[src/cpu_pkg.sv]
// cpu back-end shared definitions
`default_nettype none

package cpu_pkg;

    typedef logic [31:0] word_t;

    typedef enum logic [2:0] {
        ld_b,
        ld_bu,
        ld_h,
        ld_hu,
        ld_w
    } load_type_t;

    typedef enum logic [1:0] {
        st_idle,
        st_wait,
        st_done
    } mem_state_t;

    ////////////////////////////////////////
    // execute to memory bus, rf_w_en on top
    localparam int ebus_pc_lsb         = 0;
    localparam int ebus_alu_result_lsb = 32;
    localparam int ebus_store_data_lsb = 64;
    localparam int ebus_rf_w_addr_lsb  = 96;
    localparam int ebus_byte_en_lsb    = 101;
    localparam int ebus_mem_read_lsb   = 105;
    localparam int ebus_mem_write_lsb  = 106;
    localparam int ebus_load_type_lsb  = 107;
    localparam int ebus_rf_w_en_lsb    = 110;
    localparam int exe_to_mem_bus_wd   = 111;

    ////////////////////////////////////////
    // memory to write-back bus, two spare bits on top
    localparam int wbus_pc_lsb          = 0;
    localparam int wbus_alu_result_lsb  = 32;
    localparam int wbus_ram_r_data_lsb  = 64;
    localparam int wbus_rf_w_addr_lsb   = 96;
    localparam int wbus_byte_offset_lsb = 101;
    localparam int wbus_mem_read_lsb    = 103;
    localparam int wbus_load_type_lsb   = 104;
    localparam int wbus_rf_w_en_lsb     = 107;
    localparam int wbus_reserved_lsb    = 108;
    localparam int mem_to_wb_bus_wd     = 110;

endpackage

`default_nettype wire

[src/reg_file.sv]
// general purpose register file
`timescale 1ns/1ps
`default_nettype none

module reg_file (
    input  logic           clk,
    input  logic           reset,
    input  logic           we,
    input  logic [4:0]     waddr,
    input  cpu_pkg::word_t wdata,
    input  logic [4:0]     raddr,
    output cpu_pkg::word_t rdata
);
    import cpu_pkg::*;

    word_t regs [32];

    always_ff @(posedge clk)
    begin
        if (reset)
        begin
            for (int i = 0; i < 32; i++)
                regs[i] <= '0;
        end
        else if (we && (waddr != 5'd0))
            regs[waddr] <= wdata;
    end

    // r0 hardwired to zero
    assign rdata = (raddr == 5'd0) ? '0 : regs[raddr];

endmodule

`default_nettype wire

[config.mk]
export PLATFORM = sky130hd
export DESIGN_NAME = reg_file
export DESIGN_NICKNAME = d
export VERILOG_FILES = /design/src/cpu_pkg.sv /design/src/reg_file.sv
export SDC_FILE = /design/constraint.sdc
export NUM_CORES = 1
export LEC_CHECK = 0
export BUFFER_PORTS_ARGS = -buffer_cell sky130_fd_sc_hd__buf_2
export CAP_MARGIN = 20
export CORE_MARGIN = 5
export CORE_UTILIZATION = 55
export DETAILED_ROUTE_END_ITERATION = 8
export PLACE_DENSITY_LB_ADDON = 0.3
export SYNTH_ARGS = -nofsm -noshare
export SYNTH_HDL_FRONTEND = slang
export SYNTH_SLANG_ARGS = --single-unit
export TNS_END_PERCENT = 20
[constraint.sdc]
create_clock -name clk -period 2.48 [get_ports clk]
set_input_delay 0.124 -clock clk [delete_from_list [all_inputs] [get_ports clk]]
set_output_delay 0.124 -clock clk [all_outputs]
set_load 0.1 [all_outputs]
==> summary.md <==
| Metric | Value |
|---|---|
| Commonest cells post-synth | edfxtp_1, and2_1, mux4_2 |
| Register area share after synthesis | between 60 and 70% |
| Wirelength per Cell | between 20 and 30 um |
| Die width | 300.5 um |
| CTS max path bufs | 3 |
| Total power | 39.61 mW |
| Endpoints failing hold | 0 |
| Failing checks | negative setup slack |
| Hold-fix buffers at CTS | 0 |
| Grt total ovfl | 0 |
| Leakage | 18.59 nW |
| Vias per inst | 6.161 |
| Fillers | 5754 |
| HP Class | input pin to register |
| Worst slew margin | 30.73% |
| Final setup margin | -0.07820 ns |
| DRT Wirelength | 117.8 mm |
| Avg Inst Size Synth | 15.73 um2 |
| Vias | 26260 |
| First-pass DRT Iterations | 5 |
| Number of maximum-capacitance violations | 0 |
| Hpwl dp | 72.49 mm |
| Yosys top cell by area | edfxtp_1 |
| Slew Limit Fails | 0 |
| Mapped Cells | 2951 |
| Design area | 53260 um2 |
| Initial antenna violation count | 8 |
| Final core utilization | 63.64% |
| I/O pin cnt | 77 |
| Die H | 300.5 um |
| CTS tree | done |
| Initial DRC count | 2980 |
| Layout cell share with drive strength beyond 1 | 25.48% |
| Outcome | finished with violations |
| PortBufs | 76 |
| Part of the cycle the worst path needs | 103.2% |
| Setup violators final | 18 |
| Die area | approximately 90000 um2 |
| Hold slack | around 0.11 ns |
| Most frequent cell after synthesis | edfxtp_1 |
| CP Class | register to output port |
| Row Count | about 110 |
| First-pass GRT wire length | 175.8 mm |
| Post-DP Area | 49680 um2 |
| Synth-to-Final Area Change | 14.72% |
| Synth Register Bits | 1024 |
| Critical Path End Type | output port |
| Biggest regs | regs (1024) |
| Cts bufs inserted | 100 |
| Post-Place Cells | around 4100 |
| ANT nets after route | 0 |
| GRT Util Overall | a little over a quarter |
| CP Launch Type | register |
| RSZ-0062 raised after global routing | yes |
| Worst EP arrival | between 2 and 2.5 ns |
| H-tree levels | 3 |
| Fmax | 390.9 MHz |
| Largest net degree at the start of global routing | 64 |
| Max reg flops | 1024 |
| Worst slew pin tran | approximately 1.0 ns |
| Initial Util | a little under three fifths |
| Root Driver | clkbuf_16 |
| Post-CTS Setup Repair Bufs | 0 |
| Post-synth EDFFs | 1024 |
| Clk sink count | 1024 |
| Clock Pin Slew Worst Setup and Hold Paths | 0.06 ns |
| Core area | roughly 84000 um2 |
| Synth warnings | 0 |
| Mapped Area | 46430 um2 |
| Vias in the first global route | 26794 |
| Largest reg by FF count | regs |
| Peak supply drop | approximately 0.65 mV |
| Final cell count without fillers | 4262 |
| Async set-reset flop share out of synthesis | 0% |
| Min Clock Period, post-route | 2.558 ns |
| Number of distinct library cells after synthesis | 34 |
| Ys flop type | edfxtp_1 |
| Nets | 3093 |
| DRC viols | 0 |
| PwrDens | 743.7 nW/um2 |
| CP Max Fanout | 1 |
| Placer Congestion | approximately 0.85 |
| Area contributors post-synth | edfxtp_1, and2_1, mux4_2, clkbuf_1, mux2i_1 |
| Req. time, crit path | ~2.4 ns |
| Yosys top cell area share | approximately two thirds |
[metrics by stage]
step / setup TNS, ns / setup slack [ns]
after floorplan: -2.238 / -0.1048
after global placement: 0 / 0.01594
after detailed placement: -0.002232 / -0.002232
after CTS: -0.8025 / -0.08621
after global routing: -1.817 / -0.09875
final: -0.5550 / -0.07820
[cells in the final DEF, fill, tap and decap left out, drive strengths merged, types with 34 or more instances in the layout]
cell,Yosys,layout
nor2b,34,34
edfxtp,1024,1024
o21ai,55,55
buf,76,259
mux4,224,224
mux2i,64,64
clkbuf,219,121
and2,993,993
clkinv,0,35
nor2,35,35
[report_power, final]
part           leakage [nW]  switching (mW)  internal, mW
clock                  1.58            6.31          8.99
combinational          7.27            2.53          1.57
sequential             9.75           0.258          20.0
total                  18.6            9.09          30.5
[cells by family after synthesis]
logic type	Yosys count	synth area share, %
AOI/OAI and AO/OA	183	2.835
other	1	0.008077
buffers and inverters	296	2.938
DFF	1024	66.23
muxes	320	13.02
and+or+nand+nor	1127	14.96
[layer usage]
metal  wire (um)  global-route usage [%]
met2       57530                   42.69
met4        2753                   6.870
met1       46190                   37.51
met5           0                       0
met3       11350                   4.268
[area by class of cell]
| cell class | count | area, um2 | share of cell area [%] |
|---|---|---|---|
| antenna | 4 | 10.01 | 0.01879 |
| clock buffer | 121 | 2603 | 4.886 |
| clock inverter | 57 | 656.9 | 1.233 |
| inverter | 1 | 3.754 | 0.007048 |
| multi-input combinational | 1662 | 15100 | 28.35 |
| sequential | 1024 | 30750 | 57.73 |
| tap | 1134 | 1419 | 2.664 |
| timing repair buffer | 259 | 2720 | 5.107 |
[path summary, 6_finish.rpt]
path    endpoint  slack [ns]  depth (start not counted)         from
max    rdata[14]       -0.08                          6  regs[8][14]
min   regs[7][0]        0.11                          2     wdata[0]
[what timing repair did]
action                     in CTS  in global routing
pin swaps                       9                  3
gates resized for setup        55                  7
gates cloned                    0                  0
setup endpoints to repair      30                 32
[worst max-delay path: stages, from the launching register on]
cell      delay (ns)
edfxtp_1        0.39
mux4_2          0.46
mux2_4          0.31
o21ai_4         0.17
a311oi_2        0.07
buf_4           0.21
buf_12          0.16
(Power assumes the default switching activity.)
