$ cat config.mk
export PLATFORM = sky130hd
export DESIGN_NAME = mem_stage
export DESIGN_NICKNAME = d
export VERILOG_FILES = /design/src/cpu_pkg.sv /design/src/mem_access_fsm.sv /design/src/mem_stage.sv
export SDC_FILE = /design/constraint.sdc
export NUM_CORES = 1
export LEC_CHECK = 0
export BUFFER_PORTS_ARGS = -buffer_cell sky130_fd_sc_hd__buf_4
export CORE_AREA = 2 2 117 119
export CTS_CLUSTER_SIZE = 12
export DETAILED_ROUTE_END_ITERATION = 10
export DIE_AREA = 0 0 119 121
export GPL_TIMING_DRIVEN = 0
export PLACE_DENSITY = 0.8
export SLEW_MARGIN = 10
export SYNTH_ARGS = -nofsm -noshare
export SYNTH_HDL_FRONTEND = slang
export SYNTH_HIERARCHICAL = 1
export SYNTH_SLANG_ARGS = --single-unit
$ cat constraint.sdc
create_clock -name clk -period 11 [get_ports clk]
set_input_delay 1.65 -clock clk [delete_from_list [all_inputs] [get_ports clk]]
set_output_delay 1.65 -clock clk [all_outputs]
set_load 0.1 [all_outputs]
$ cat src/cpu_pkg.sv
// cpu back-end shared definitions
`default_nettype none

package cpu_pkg;

    typedef logic [31:0] word_t;

    typedef enum logic [2:0] {
        ld_b,
        ld_bu,
        ld_h,
        ld_hu,
        ld_w
    } load_type_t;

    typedef enum logic [1:0] {
        st_idle,
        st_wait,
        st_done
    } mem_state_t;

    ////////////////////////////////////////
    // execute to memory bus, rf_w_en on top
    localparam int ebus_pc_lsb         = 0;
    localparam int ebus_alu_result_lsb = 32;
    localparam int ebus_store_data_lsb = 64;
    localparam int ebus_rf_w_addr_lsb  = 96;
    localparam int ebus_byte_en_lsb    = 101;
    localparam int ebus_mem_read_lsb   = 105;
    localparam int ebus_mem_write_lsb  = 106;
    localparam int ebus_load_type_lsb  = 107;
    localparam int ebus_rf_w_en_lsb    = 110;
    localparam int exe_to_mem_bus_wd   = 111;

    ////////////////////////////////////////
    // memory to write-back bus, two spare bits on top
    localparam int wbus_pc_lsb          = 0;
    localparam int wbus_alu_result_lsb  = 32;
    localparam int wbus_ram_r_data_lsb  = 64;
    localparam int wbus_rf_w_addr_lsb   = 96;
    localparam int wbus_byte_offset_lsb = 101;
    localparam int wbus_mem_read_lsb    = 103;
    localparam int wbus_load_type_lsb   = 104;
    localparam int wbus_rf_w_en_lsb     = 107;
    localparam int wbus_reserved_lsb    = 108;
    localparam int mem_to_wb_bus_wd     = 110;

endpackage

`default_nettype wire

$ cat src/mem_access_fsm.sv
// ram access sequencer
`timescale 1ns/1ps
`default_nettype none

module mem_access_fsm (
    input  logic clk,
    input  logic reset,
    input  logic start,
    input  logic downstream_taken,
    input  logic ram_ack,
    output logic ram_req,
    output logic access_done
);
    import cpu_pkg::*;

    mem_state_t state;
    mem_state_t state_next;

    always_ff @(posedge clk)
    begin
        if (reset)
            state <= st_idle;
        else
            state <= state_next;
    end

    always_comb
    begin
        state_next = state;
        case (state)
            st_idle:
                if (start)
                    state_next = st_wait;
            st_wait:
                if (ram_ack)
                begin
                    // instruction may leave in the ack cycle itself
                    if (!downstream_taken)
                        state_next = st_done;
                    else
                        state_next = start ? st_wait : st_idle;
                end
            st_done:
                if (downstream_taken)
                    state_next = start ? st_wait : st_idle;
            default:
                state_next = st_idle;
        endcase
    end

    assign ram_req     = (state == st_wait);
    assign access_done = (state == st_done) | ((state == st_wait) & ram_ack);

endmodule

`default_nettype wire

$ cat src/mem_stage.sv
// memory access pipeline stage
`timescale 1ns/1ps
`default_nettype none

module mem_stage #(
    parameter int ram_addr_width = 8
) (
    input  logic                                  clk,
    input  logic                                  reset,
    input  logic                                  exe_valid,
    input  logic [cpu_pkg::exe_to_mem_bus_wd-1:0] exe_to_mem_bus,
    output logic                                  mem_allow_in,
    input  logic                                  wb_allow_in,
    output logic                                  mem_to_wb_valid,
    output logic [cpu_pkg::mem_to_wb_bus_wd-1:0]  mem_to_wb_bus,
    output logic                                  ram_req,
    output logic                                  ram_we,
    output logic [ram_addr_width-1:0]             ram_addr,
    output logic [3:0]                            ram_be,
    output cpu_pkg::word_t                        ram_wdata,
    input  logic                                  ram_ack,
    input  cpu_pkg::word_t                        ram_rdata
);
    import cpu_pkg::*;

    logic                         mem_valid;
    logic                         mem_ready_go;
    logic [exe_to_mem_bus_wd-1:0] ebus_q;
    logic                         exe_fire;
    logic                         wb_fire;
    logic                         start;
    logic                         access_done;
    word_t                        rdata_q;
    word_t                        r_data;
    logic                         rf_w_en;
    logic [2:0]                   load_type;
    logic                         mem_write;
    logic                         mem_read;
    logic [3:0]                   byte_en;
    logic [4:0]                   rf_w_addr;
    word_t                        store_data;
    word_t                        alu_result;
    word_t                        pc;

    ////////////////////////////////////////
    // pipeline handshake
    assign exe_fire        = exe_valid & mem_allow_in;
    assign mem_ready_go    = (mem_read | mem_write) ? access_done : 1'b1;
    assign mem_allow_in    = ~mem_valid | (mem_ready_go & wb_allow_in);
    assign mem_to_wb_valid = mem_valid & mem_ready_go;
    assign wb_fire         = mem_to_wb_valid & wb_allow_in;

    always_ff @(posedge clk)
    begin
        if (reset)
            mem_valid <= 1'b0;
        else if (mem_allow_in)
            mem_valid <= exe_valid;
    end

    always_ff @(posedge clk)
    begin
        if (exe_fire)
            ebus_q <= exe_to_mem_bus;
    end

    assign rf_w_en    = ebus_q[ebus_rf_w_en_lsb];
    assign load_type  = ebus_q[ebus_load_type_lsb +: 3];
    assign mem_write  = ebus_q[ebus_mem_write_lsb];
    assign mem_read   = ebus_q[ebus_mem_read_lsb];
    assign byte_en    = ebus_q[ebus_byte_en_lsb +: 4];
    assign rf_w_addr  = ebus_q[ebus_rf_w_addr_lsb +: 5];
    assign store_data = ebus_q[ebus_store_data_lsb +: 32];
    assign alu_result = ebus_q[ebus_alu_result_lsb +: 32];
    assign pc         = ebus_q[ebus_pc_lsb +: 32];

    ////////////////////////////////////////
    // ram request, started as a memory op is accepted
    assign start = exe_fire & (exe_to_mem_bus[ebus_mem_read_lsb] |
                               exe_to_mem_bus[ebus_mem_write_lsb]);

    mem_access_fsm mem_access_fsm_inst (
        .clk             (clk),
        .reset           (reset),
        .start           (start),
        .downstream_taken(wb_fire),
        .ram_ack         (ram_ack),
        .ram_req         (ram_req),
        .access_done     (access_done)
    );

    assign ram_we   = ram_req & mem_write;
    assign ram_addr = alu_result[ram_addr_width+1:2];
    assign ram_be   = byte_en;

    // byte and halfword stores repeated across lanes
    always_comb
    begin
        case (byte_en)
            4'b0001, 4'b0010, 4'b0100, 4'b1000:
                ram_wdata = {4{store_data[7:0]}};
            4'b0011, 4'b1100:
                ram_wdata = {2{store_data[15:0]}};
            default:
                ram_wdata = store_data;
        endcase
    end

    // hold read data while wb stalls
    always_ff @(posedge clk)
    begin
        if (ram_ack)
            rdata_q <= ram_rdata;
    end

    assign r_data = !mem_read ? '0 : (ram_ack ? ram_rdata : rdata_q);

    assign mem_to_wb_bus = {
        2'b00,
        rf_w_en,
        load_type,
        mem_read,
        alu_result[1:0],
        rf_w_addr,
        r_data,
        alu_result,
        pc
    };

endmodule

`default_nettype wire

==> impl_metrics.py <==
metrics = {
    "clock_network": {
        "h-tree-depth": 4,
        "cts-resized-gates": 0,
        "clkTransAtPathRegs_ns": 0.06,
        "cts_sinks": 146,
        "root_buffer": "clkbuf_16",
        "cts_buffers": 17,
        "clkLatencyLatePin_ns": 0.42,
        "cts_tree": "built",
        "cts.path.max_buffers": 2,
        "cts_setup_buffers": 0,
        "postCtsHoldBufs": 0,
    },
    "sta": {
        "slew_headroom_pct": 13.4,
        "timing.final.crit_share_pct": 42.6,
        "slew_viol_final": 0,
        "setup_viol": 0,
        "fmax_mhz": 214,
        "tightestPinTransition_ns": 1.28,
        "hold_violations": 0,
        "rsz0062_at_grt": "false",
        "layout_min_cycle_time_ns": 4.68,
        "setup_tns_ns": 0,
        "clock_skew_ns": 0.00610,
    },
    "die": {
        "fp.coreArea_um2": 13100,
        "io_pins": 306,
        "rows": 42,
        "dieHeight_um": 121,
        "die-area_um2": 14400,
        "initial_core_util_pct": 45.5,
        "die_x_um": 119,
    },
    "pwr": {
        "netSwitchingFraction_pct": 34.7,
        "clockPowerShare_pct": 33.4,
        "netSwitchingPower_uw": 619,
        "cellPowerDensity_nw_per_um2": 194,
        "power.share.sequential_pct": 36.7,
        "leakage_uw": 0.00418,
        "peakVddDrop_uv": 138,
        "p_int_uw": 1160,
        "pwr-share-comb_pct": 29.9,
    },
    "synthesis": {
        "syn_area_um2": 5960,
        "async_flop_share_pct": 0,
        "syn_avg_cell_area_um2": 15.1,
        "ys_ff_latch": 146,
        "ys.flop_type": "edfxtp_1",
        "synth_seq_area_share_pct": 67.7,
        "ys_top_cells_by_area": "edfxtp_1 56%, buf_4 12%, dfxtp_1 12%",
        "synth-edff-count": 111,
        "ys_types": 33,
        "synth_top_area_share_pct": 56.0,
        "yosys_warnings": 6,
        "yosysMostFrequentCell": "edfxtp_1",
        "synth_top_area_cell": "edfxtp_1",
        "synth_cells": 395,
        "synth_common_cells": "111 x edfxtp_1, 98 x buf_4, 41 x mux2_2",
    },
    "drt": {
        "first_iter_violations": 308,
        "via_per_inst": 4.59,
        "wl_per_cell_um": 17.2,
        "drc": 0,
        "ant_nets": 0,
        "drt_wl_total_um": 15700,
        "vias": 4182,
        "firstDrtPassIters": 5,
    },
    "layout": {
        "finalNetCount": 870,
        "final_cells": 911,
        "antenna_cells": 0,
        "layout-drive-gt1-share_pct": 66.4,
        "syn_to_final_growth_pct": 54.5,
    },
    "critical_path": {
        "worstSetupStartpointType": "input pin",
        "cp-end-kind": "output port",
        "worstPathRequired_ns": 9.35,
        "crit_type": "in2out",
        "cp_max_fo": 10,
        "arrival_ns": 3.03,
    },
    "global_routing": {
        "grtUsageTotal_pct": 21.7,
        "first_global_vias": 4254,
        "grt.overflow.total": 0,
        "grt_pass1_wl_um": 22900,
        "grt_max_degree": 32,
        "antenna_found_initial": 0,
    },
    "flow_run": {
        "drv_cap": 0,
    },
    "placed_design": {
        "gp_congestion": 0.812,
        "dp.cells": 879,
        "hpwl_um": 12200,
        "portBuffers": 303,
    },
    "status": {
        "status": "complete, no violations",
    },
    "hold_path": {
        "hp-class": "reg2reg",
    },
}
-- cell usage in the layout (no fill, tap or decap), types with 3 or more instances in the layout --
cell type / instances
buf_16: 3
edfxtp_1: 111
mux2_2: 41
clkinv_2: 4
o221ai_1: 8
and2_1: 34
o21ai_0: 8
clkbuf_1: 6
buf_4: 401
inv_1: 18
buf_2: 3
clkbuf_16: 23
mux2_1: 5
dfxtp_1: 35
-- layout make-up --
class | count | area, um^2
well taps | 176 | 220
clock inverters | 5 | 26.3
flip-flops and latches | 146 | 4030
clock buffers | 27 | 611
plain buffers | 106 | 777
repair buffers | 307 | 2380
fillers | 947 | 3880
multi-input cells | 126 | 1090
inverters | 18 | 67.6
-- power by group through the flow --
stage / Clock, uW / Combinational (uW) / Sequential (uW)
finish: 595 / 534 / 653
global route: 631 / 548 / 657
CTS: 606 / 536 / 654
detailed placement: 0 / 534 / 665
global placement: 0 / 521 / 669
floorplan: 0 / 403 / 664
-- per-layer routing --
layer / part of all wire, % / track usage (%) / wire (um)
met4: 3.4 / 11.2 / 534
met5: 0 / 0 / 0
met2: 53 / 38.7 / 8310
met1: 34 / 22.6 / 5350
met3: 9.5 / 7.47 / 1490
-- state kept, by name, indices dropped and copies added (netlist names) --
name	count
ebus_q	111
rdata_q	32
mem_valid	1
mem_access_fsm_inst/state	2
-- worst max-delay path, cell delays in order --
cell	delay (ns)
buf_4	0.09
clkbuf_1	0.21
buf_2	0.30
mux2_1	0.38
and2_1	0.17
buf_4	0.23
-- worst paths after layout --
check                                    endpoint  cells after the start                          from  slack [ns]
worst max-delay path            mem_to_wb_bus[91]                      6                       ram_ack        6.32
worst min-delay path                  rdata_q[15]                      1                   rdata_q[15]        0.45
worst max register to register          ebus_q[8]                      8  mem_access_fsm_inst/state[0]        8.33
worst min register to register        rdata_q[15]                      1                   rdata_q[15]        0.45
-- stage by stage --
step / total power, uW / instance area [um^2] / hold WS (ns) / setup slack, ns / util (%)
6_report: 1780 / 9200 / 0.455 / 6.32 / 70.3
5_1_grt: 1840 / 9200 / 0.469 / 6.20 / 70.3
4_1_cts: 1800 / 9200 / 0.458 / 6.30 / 70.3
3_5_place_dp: 1200 / 8560 / 0.444 / 6.30 / 65.5
3_3_place_gp: 1190 / 8450 / 0.433 / 1.90 / 64.6
2_1_floorplan: 1070 / 5960 / 0.426 / 3.77 / -
-- kinds of logic after synthesis --
kind of cell / synth area share [%]
other cells: 0.0630
simple gates: 5.63
compound gates: 2.63
xor+xnor: 0.567
mux: 9.20
flops: 67.7
buf+inv: 14.2
(Power assumes the default switching activity.)
