--- src/cpu_pkg.sv ---
// cpu back-end shared definitions
`default_nettype none

package cpu_pkg;

    typedef logic [31:0] word_t;

    typedef enum logic [2:0] {
        ld_b,
        ld_bu,
        ld_h,
        ld_hu,
        ld_w
    } load_type_t;

    typedef enum logic [1:0] {
        st_idle,
        st_wait,
        st_done
    } mem_state_t;

    ////////////////////////////////////////
    // execute to memory bus, rf_w_en on top
    localparam int ebus_pc_lsb         = 0;
    localparam int ebus_alu_result_lsb = 32;
    localparam int ebus_store_data_lsb = 64;
    localparam int ebus_rf_w_addr_lsb  = 96;
    localparam int ebus_byte_en_lsb    = 101;
    localparam int ebus_mem_read_lsb   = 105;
    localparam int ebus_mem_write_lsb  = 106;
    localparam int ebus_load_type_lsb  = 107;
    localparam int ebus_rf_w_en_lsb    = 110;
    localparam int exe_to_mem_bus_wd   = 111;

    ////////////////////////////////////////
    // memory to write-back bus, two spare bits on top
    localparam int wbus_pc_lsb          = 0;
    localparam int wbus_alu_result_lsb  = 32;
    localparam int wbus_ram_r_data_lsb  = 64;
    localparam int wbus_rf_w_addr_lsb   = 96;
    localparam int wbus_byte_offset_lsb = 101;
    localparam int wbus_mem_read_lsb    = 103;
    localparam int wbus_load_type_lsb   = 104;
    localparam int wbus_rf_w_en_lsb     = 107;
    localparam int wbus_reserved_lsb    = 108;
    localparam int mem_to_wb_bus_wd     = 110;

endpackage

`default_nettype wire

--- src/wb_stage.sv ---
// write-back pipeline stage
`timescale 1ns/1ps
`default_nettype none

module wb_stage (
    input  logic                                 clk,
    input  logic                                 reset,
    input  logic                                 mem_to_wb_valid,
    input  logic [cpu_pkg::mem_to_wb_bus_wd-1:0] mem_to_wb_bus,
    output logic                                 wb_allow_in,
    input  logic                                 retire_ready,
    output logic                                 retire_valid,
    output cpu_pkg::word_t                       retire_pc,
    output logic                                 retire_rf_we,
    output logic [4:0]                           retire_rf_addr,
    output cpu_pkg::word_t                       retire_rf_data,
    output logic                                 rf_we,
    output logic [4:0]                           rf_waddr,
    output cpu_pkg::word_t                       rf_wdata
);
    import cpu_pkg::*;

    logic                        wb_valid;
    logic [mem_to_wb_bus_wd-1:0] wbus_q;
    logic                        rf_w_en;
    load_type_t                  load_type;
    logic                        mem_read;
    logic [1:0]                  byte_offset;
    logic [4:0]                  rf_w_addr;
    word_t                       ram_r_data;
    word_t                       alu_result;
    word_t                       pc;
    logic [7:0]                  load_byte;
    logic [15:0]                 load_half;
    word_t                       load_value;

    ////////////////////////////////////////
    // pipeline handshake
    assign wb_allow_in = ~wb_valid | retire_ready;

    always_ff @(posedge clk)
    begin
        if (reset)
            wb_valid <= 1'b0;
        else if (wb_allow_in)
            wb_valid <= mem_to_wb_valid;
    end

    always_ff @(posedge clk)
    begin
        if (mem_to_wb_valid & wb_allow_in)
            wbus_q <= mem_to_wb_bus;
    end

    assign rf_w_en     = wbus_q[wbus_rf_w_en_lsb];
    assign load_type   = load_type_t'(wbus_q[wbus_load_type_lsb +: 3]);
    assign mem_read    = wbus_q[wbus_mem_read_lsb];
    assign byte_offset = wbus_q[wbus_byte_offset_lsb +: 2];
    assign rf_w_addr   = wbus_q[wbus_rf_w_addr_lsb +: 5];
    assign ram_r_data  = wbus_q[wbus_ram_r_data_lsb +: 32];
    assign alu_result  = wbus_q[wbus_alu_result_lsb +: 32];
    assign pc          = wbus_q[wbus_pc_lsb +: 32];

    ////////////////////////////////////////
    // load extraction
    assign load_byte = ram_r_data[8*byte_offset +: 8];
    assign load_half = byte_offset[1] ? ram_r_data[31:16] : ram_r_data[15:0];

    always_comb
    begin
        case (load_type)
            ld_b:    load_value = {{24{load_byte[7]}}, load_byte};
            ld_bu:   load_value = {24'd0, load_byte};
            ld_h:    load_value = {{16{load_half[15]}}, load_half};
            ld_hu:   load_value = {16'd0, load_half};
            default: load_value = ram_r_data;
        endcase
    end

    // retire port, r0 writes dropped
    assign retire_valid   = wb_valid;
    assign retire_pc      = pc;
    assign retire_rf_we   = rf_w_en & (rf_w_addr != 5'd0);
    assign retire_rf_addr = rf_w_addr;
    assign retire_rf_data = mem_read ? load_value : alu_result;

    // register write on the retire edge
    assign rf_we    = wb_valid & retire_ready & retire_rf_we;
    assign rf_waddr = rf_w_addr;
    assign rf_wdata = retire_rf_data;

endmodule

`default_nettype wire
--- config.mk ---
export PLATFORM = sky130hd
export DESIGN_NAME = wb_stage
export DESIGN_NICKNAME = d
export VERILOG_FILES = /design/src/cpu_pkg.sv /design/src/wb_stage.sv
export SDC_FILE = /design/constraint.sdc
export NUM_CORES = 1
export LEC_CHECK = 0
export ABC_AREA = 1
export BUFFER_PORTS_ARGS = -buffer_cell sky130_fd_sc_hd__buf_2
export CAP_MARGIN = 20
export CORE_MARGIN = 1
export CORE_UTILIZATION = 35
export DETAILED_ROUTE_END_ITERATION = 10
export RECOVER_POWER = 50
export SYNTH_ARGS = -nofsm -noshare
export SYNTH_HDL_FRONTEND = slang
export SYNTH_SLANG_ARGS = --single-unit
--- constraint.sdc ---
create_clock -name clk -period 13.35 [get_ports clk]
set_clock_uncertainty 0.05 [all_clocks]
set_input_delay 2.0025 -clock clk [delete_from_list [all_inputs] [get_ports clk]]
set_output_delay 2.0025 -clock clk [all_outputs]
set_load 0.05 [all_outputs]
==> reports/summary.txt, run 1 <==
Status -> completed
Post-route DRC -> 0
CP Class -> input pin to flip-flop
Crit-path cells -> clkbuf_1 -> inv_1 -> a21oi_1 -> clkbuf_1 -> buf_4
Worst path max stage delay -> 1.09 ns
Gpl congestion -> 0.8278
Core Area -> 14040 um^2
Row count -> 43
Crit. End Element -> flip-flop
Post-DRT Antenna Nets -> 0
Reg clk slew, reported paths -> 0.08 ns
Maxcap violations -> 0
Clock Tree Buf Depth -> 2
Critical Path Most Common Cell -> clkbuf_1
Peak supply drop -> 0.08745 mV
PD cells -> 143.9 nW/um^2
Mapped Nets -> 562
Final setup viols -> 0
F_max -> 190.0 MHz
PostCTS Resize Cnt -> 0
Post-synthesis async set-or-reset flop share -> 0
Slowest CP cell -> clkbuf_1
Final min period -> 5.265 ns
WL/cell -> 14.52 um
# H-tree levels -> 3
Total GRT Usage -> 0.1546
Antenna cells -> 0
Fraction of layout cells with a size suffix above 1 -> 0.4290
CP arrival -> 5.20 ns
Area growth syn-to-layout -> 19.59%
Worst setup SP type -> input pin
Worst-path fanout max -> 71
Die H -> 122.5 um
Critical Path Source -> retire_ready
Cell leakage power -> 2.778 nW
Drt pass-1 iters -> 4
Sequential element share of the synthesized area -> 0.6417
Initial antenna violation count -> 0
Number of enable flip-flop cells after synthesis -> 108
Worst slew pin tran -> 1.390 ns
Mapped cell area -> 5085 um^2
RSZ-0062 raised after global routing -> no
First-pass GRT wire length -> 16790 um
GRT Residual Overflow -> 0
Initial DRC count -> 189
I/O Buffers -> 221
Distinct cell type count after synthesis -> 24
Clk sinks -> 109
Post-Synthesis Cells -> 448
Top_reg_cell synth -> edfxtp_1
Die span in x -> 122.5 um
Period utilization -> 0.3943
Initial Utilization -> 0.3621
Final Hold Viols -> 0
TritonCTS clock tree -> done
Setup WS post-layout -> 8.085 ns
Setup TNS -> 0 ns
R2R setup slack -> 9.52 ns
Power consumption -> 874.8 uW
Slew Limit Fails -> 0
Fill cells -> 1371
Synthesized flop and latch total -> 109
Drt total wl -> 11310 um
Total number of vias -> 3503
Hpwl dp -> 8484 um
CTS hold repair buffers -> 0
Hold Path Origin -> retire_valid$_SDFFE_PP0N_
Vias in the first global route -> 3332
Relative slew margins -> 0.07350
Average instance area after synthesis -> 11.35 um^2
Hold slack -> 0.4628 ns
R2r startpoint -> retire_valid$_SDFFE_PP0N_
Post-CTS setup repair buffer count -> 0
Dpl ws -> 8.791 ns
Ports -> 224
Clock latency on the worst-skew pair -> 0.35 ns
CTS root buf -> clkbuf_16
Largest net degree at the start of global routing -> 72
Die outline area -> 15010 um^2
Cts bufs inserted -> 9
Final core occ -> 0.4330
Syn. warnings -> 0
Worst min path class -> flip-flop to flip-flop
Via density per instance -> 4.497
Worst Path Required -> 13.29 ns
# nets final -> 708
[cell usage after synthesis, types with 2 or more instances]
cell type,number,area share
buf_6,3,0.0066
nor3_2,2,0.0039
edfxtp_1,108,0.64
or2_2,16,0.020
buf_2,3,0.0030
o21ai_0,11,0.011
nand2_1,98,0.072
clkbuf_1,7,0.0052
a21oi_1,33,0.032
nand2_2,2,0.0025
inv_2,3,0.0022
nand3_2,10,0.020
nand3_1,22,0.022
inv_1,37,0.027
nor2_1,6,0.0044
o21ai_1,4,0.0039
buf_4,76,0.11
[report_power, final]
part           total, mW  switching (mW)  internal (mW)
logic              0.190           0.147         0.0432
registers          0.410         0.00994          0.400
clock network      0.274           0.138          0.136
[sequential cells by signal, indices dropped and copies added, names as in the netlist]
| name | count |
|---|---|
| retire_valid | 1 |
| wbus_q | 108 |
[cells in the final DEF (no fill, tap or decap), types with 2 or more instances in the layout]
cell,n
or2_2,16
nor2_1,6
nand2_1,98
clkbuf_1,21
buf_2,201
buf_4,3
inv_8,3
inv_1,37
nand3_2,10
o21ai_0,11
nand2_2,2
clkinv_8,2
o21ai_1,4
nand3_1,22
edfxtp_1,108
nor3_2,2
inv_2,3
a21oi_1,33
clkbuf_16,9
[worst max-delay path: cells and delay by family]
kind | cells | cell delay [ns]
compound gates | 1 | 1.04
buf+inv | 4 | 2.06
[layout make-up]
| class | instances | area [um^2] | share of cell area |
|---|---|---|---|
| multi-input combinational | 208 | 1016 | 0.1671 |
| inverter | 41 | 156.4 | 0.02572 |
| timing repair buffer | 225 | 1107 | 0.1821 |
| clock inverter | 7 | 87.58 | 0.01440 |
| clock buffer | 9 | 225.2 | 0.03704 |
| sequential | 109 | 3263 | 0.5366 |
| tap | 180 | 225.2 | 0.03704 |
[per-stage QoR]
stage / instance area (um^2) / std cells
floorplan: 5085 / 448
global placement: 5801 / 762
detailed placement: 5821 / 763
CTS: 6133 / 779
global route: 6081 / 779
finish: 6081 / 779
[path summary, 6_finish.rpt]
kind,end,depth (start not counted)
worst max-delay path,wbus_q[99]$_DFFE_PP_,5
worst min-delay path,retire_valid$_SDFFE_PP0N_,2
worst max register to register,wbus_q[99]$_DFFE_PP_,3
worst min register to register,retire_valid$_SDFFE_PP0N_,2
[cells by family (layout without fill, tap and decap cells)]
kind of cell	count (synthesis)	after routing	share of synthesized area
simple gates	159	159	0.1508
compound gates	49	49	0.04897
buf+inv	131	282	0.1585
flops	109	109	0.6417
[layer usage]
layer	global-route usage	up-vias	wire (um)	part of all wire
met5	0	-	0	0
met4	0.06402	0	197	0.017
met3	0.06413	13	1009	0.089
met2	0.2619	158	5803	0.51
met1	0.1703	1616	4302	0.38
li1	-	1716	-	-
Note: power is estimated with default switching activity, not from simulation.
==> run 2: changes to the inputs <==
Clock period 13.35 ns to 5.4 ns, I/O delays scaled along.
==> run 2 against run 1 <==
  * The run now ends with max-capacitance violations, max-slew violations left
  * Clock-buffer cell count did not move
  * Total power increased by 150%
  * Non-clock buffer count is 2 higher
  * Worst hold slack improved by 0.021 ns
  * Combinational power increased to 2.5 times the previous value
  * Sequential share of layout area decreased by 0.11 points
  * Global-route usage increased by 0.34 points
  * Die area is the same
  * Register-to-register slack got worse by 6.9 ns
==> reports/summary.txt, run 2 (same netlist as run 1, synthesis figures left out) <==
Status -> finished, violations left
Failing checks -> max-capacitance violations, max-slew violations
Antenna cells -> 0 (unchanged)
WL/cell -> 14.61 um (+0.57%)
CTS hold repair buffers -> 0 (unchanged)
CP bufs+invs -> 1 (-3)
# nets final -> 710 (+0.28%)
Initial DRC count -> 113 (-40%)
Post-DRT Antenna Nets -> 0 (unchanged)
Peak supply drop -> 0.2235 mV (+160%)
Final setup viols -> 0 (unchanged)
Slowest CP cell -> edfxtp_1
Crit-path cells -> nand2_1 -> nand3_1 -> nand3_4 -> nand2_1 -> nand2_1 -> nand2_1 -> buf_2
Drt pass-1 iters -> 4 (unchanged)
Row count -> 43 (unchanged)
Dpl ws -> 2.502 ns (-6.288 ns)
Cell Count Post-Placement -> 765 (+0.26%)
Core Area -> 14040 um^2 (unchanged)
Commonest cells after routing, fill and taps aside -> buf_2, edfxtp_1, nand2_1
First-pass GRT wire length -> 17530 um (+4.4%)
Slew Limit Fails -> 32 (+32)
Worst Path Required -> 4.54 ns (-8.75 ns)
Critical Path Most Common Cell -> nand2_1
Relative slew margins -> -0.02306 (-0.09656)
RSZ-0062 raised after global routing -> no
Setup WS post-layout -> 2.142 ns (-5.944 ns)
Clock Tree Buf Depth -> 2 (unchanged)
Hpwl dp -> 8722 um (+2.8%)
Final cell count without fillers -> 781 (+0.26%)
Area growth syn-to-layout -> 19.83%
I/O Buffers -> 221 (unchanged)
Worst min path class -> flip-flop to flip-flop
Worst-path fanout max -> 24 (-66%)
Final min period -> 3.258 ns
Worst slew pin tran -> 1.535 ns (+0.1448 ns)
Total GRT Usage -> 0.1580 (+0.003361)
CP Class -> flip-flop to primary output
Post-CTS setup repair buffer count -> 0 (unchanged)
Reg clk slew, reported paths -> 0.08 ns (about the same)
PD cells -> 352.9 nW/um^2 (+150%)
Cts bufs inserted -> 9 (unchanged)
# H-tree levels -> 3 (unchanged)
CP top delay family -> simple AND/OR/NAND/NOR gates
Post-route DRC -> 0 (unchanged)
Total number of vias -> 3487 (-0.46%)
Maxcap violations -> 1 (+1)
CP arrival -> 2.40 ns (-2.80 ns)
Biggest register -> wbus_q
Fill cells -> 1389 (+1.3%)
Initial antenna violation count -> 0 (unchanged)
Clock latency on the worst-skew pair -> 0.35 ns (about the same)
GRT Residual Overflow -> 0 (unchanged)
Period utilization -> 0.6034
Gpl congestion -> 0.8244 (-0.41%)
Via density per instance -> 4.465 (-0.71%)
Worst path max stage delay -> 0.76 ns (-0.33 ns)
Initial Utilization -> 0.3621 (unchanged)
Drt total wl -> 11410 um (+0.83%)
Cell leakage power -> 2.792 nW (+0.50%)
Fraction of layout cells with a size suffix above 1 -> 0.4343 (+0.005228)
Final Hold Viols -> 0 (unchanged)
Ports -> 224 (unchanged)
Setup TNS -> 0 ns (unchanged)
Vias in the first global route -> 3527 (+5.9%)
CTS root buf -> clkbuf_16
Die outline area -> 15010 um^2 (unchanged)
TritonCTS clock tree -> done
Clk sinks -> 109 (unchanged)
PostCTS Resize Cnt -> 0 (unchanged)
Largest net degree at the start of global routing -> 37 (-49%)
Crit. End Element -> primary output
Hold slack -> 0.4841 ns (+0.02131 ns)
Most common cell after layout, fill and taps aside -> buf_2
Max reg flops -> 108 (unchanged)
Die H -> 122.5 um (unchanged)
F_max -> 306.9 MHz
Die span in x -> 122.5 um (unchanged)
Worst setup SP type -> flip-flop
[run 2: tightest hold or removal path, stage by stage, from the launching register on]
cell and delay (ns):
dfxtp_1 0.34, nand2_1 0.09, a21oi_1 0.07
[run 2: final timing paths]
path                                   from                   endpoint  slack [ns]  cells past startpoint
setup / recovery      wbus_q[102]$_DFFE_PP_                rf_wdata[9]        2.14                      7
hold / removal    retire_valid$_SDFFE_PP0N_  retire_valid$_SDFFE_PP0N_        0.48                      2
setup reg to reg  retire_valid$_SDFFE_PP0N_       wbus_q[23]$_DFFE_PP_        2.64                      2
hold reg to reg   retire_valid$_SDFFE_PP0N_  retire_valid$_SDFFE_PP0N_        0.48                      2
[run 2: layer usage]
layer | global-route usage | share of wire | vias to the layer above
met5 | 0 | 0 | -
met2 | 0.2763 | 0.52 | 143
li1 | - | - | 1713
met1 | 0.1755 | 0.37 | 1622
met3 | 0.06320 | 0.092 | 9
met4 | 0.04649 | 0.010 | 0
[run 2: power breakdown]
part	switching, mW	internal (mW)
clock	0.331	0.333
sequential	0.0206	0.990
combinational	0.368	0.108
[run 2: cell type report]
class	count	area, um^2	share of cell area
Sequential cell	109	3263	0.5355
Clock inverter	7	82.58	0.01355
Clock buffer	9	225.2	0.03696
Multi-Input combinational cell	208	1016	0.1667
Tap cell	180	225.2	0.03696
Inverter	41	156.4	0.02567
Timing Repair Buffer	227	1125	0.1846
[run 2: per-stage QoR]
step           area (um^2)    util  power, mW
3_3_place_gp          5816  0.4142      1.508
4_1_cts               6143  0.4375      2.187
5_1_grt               6093  0.4339      2.239
6_report              6093  0.4339      2.151
2_1_floorplan         5089       -      1.437
3_5_place_dp          5836  0.4156      1.515
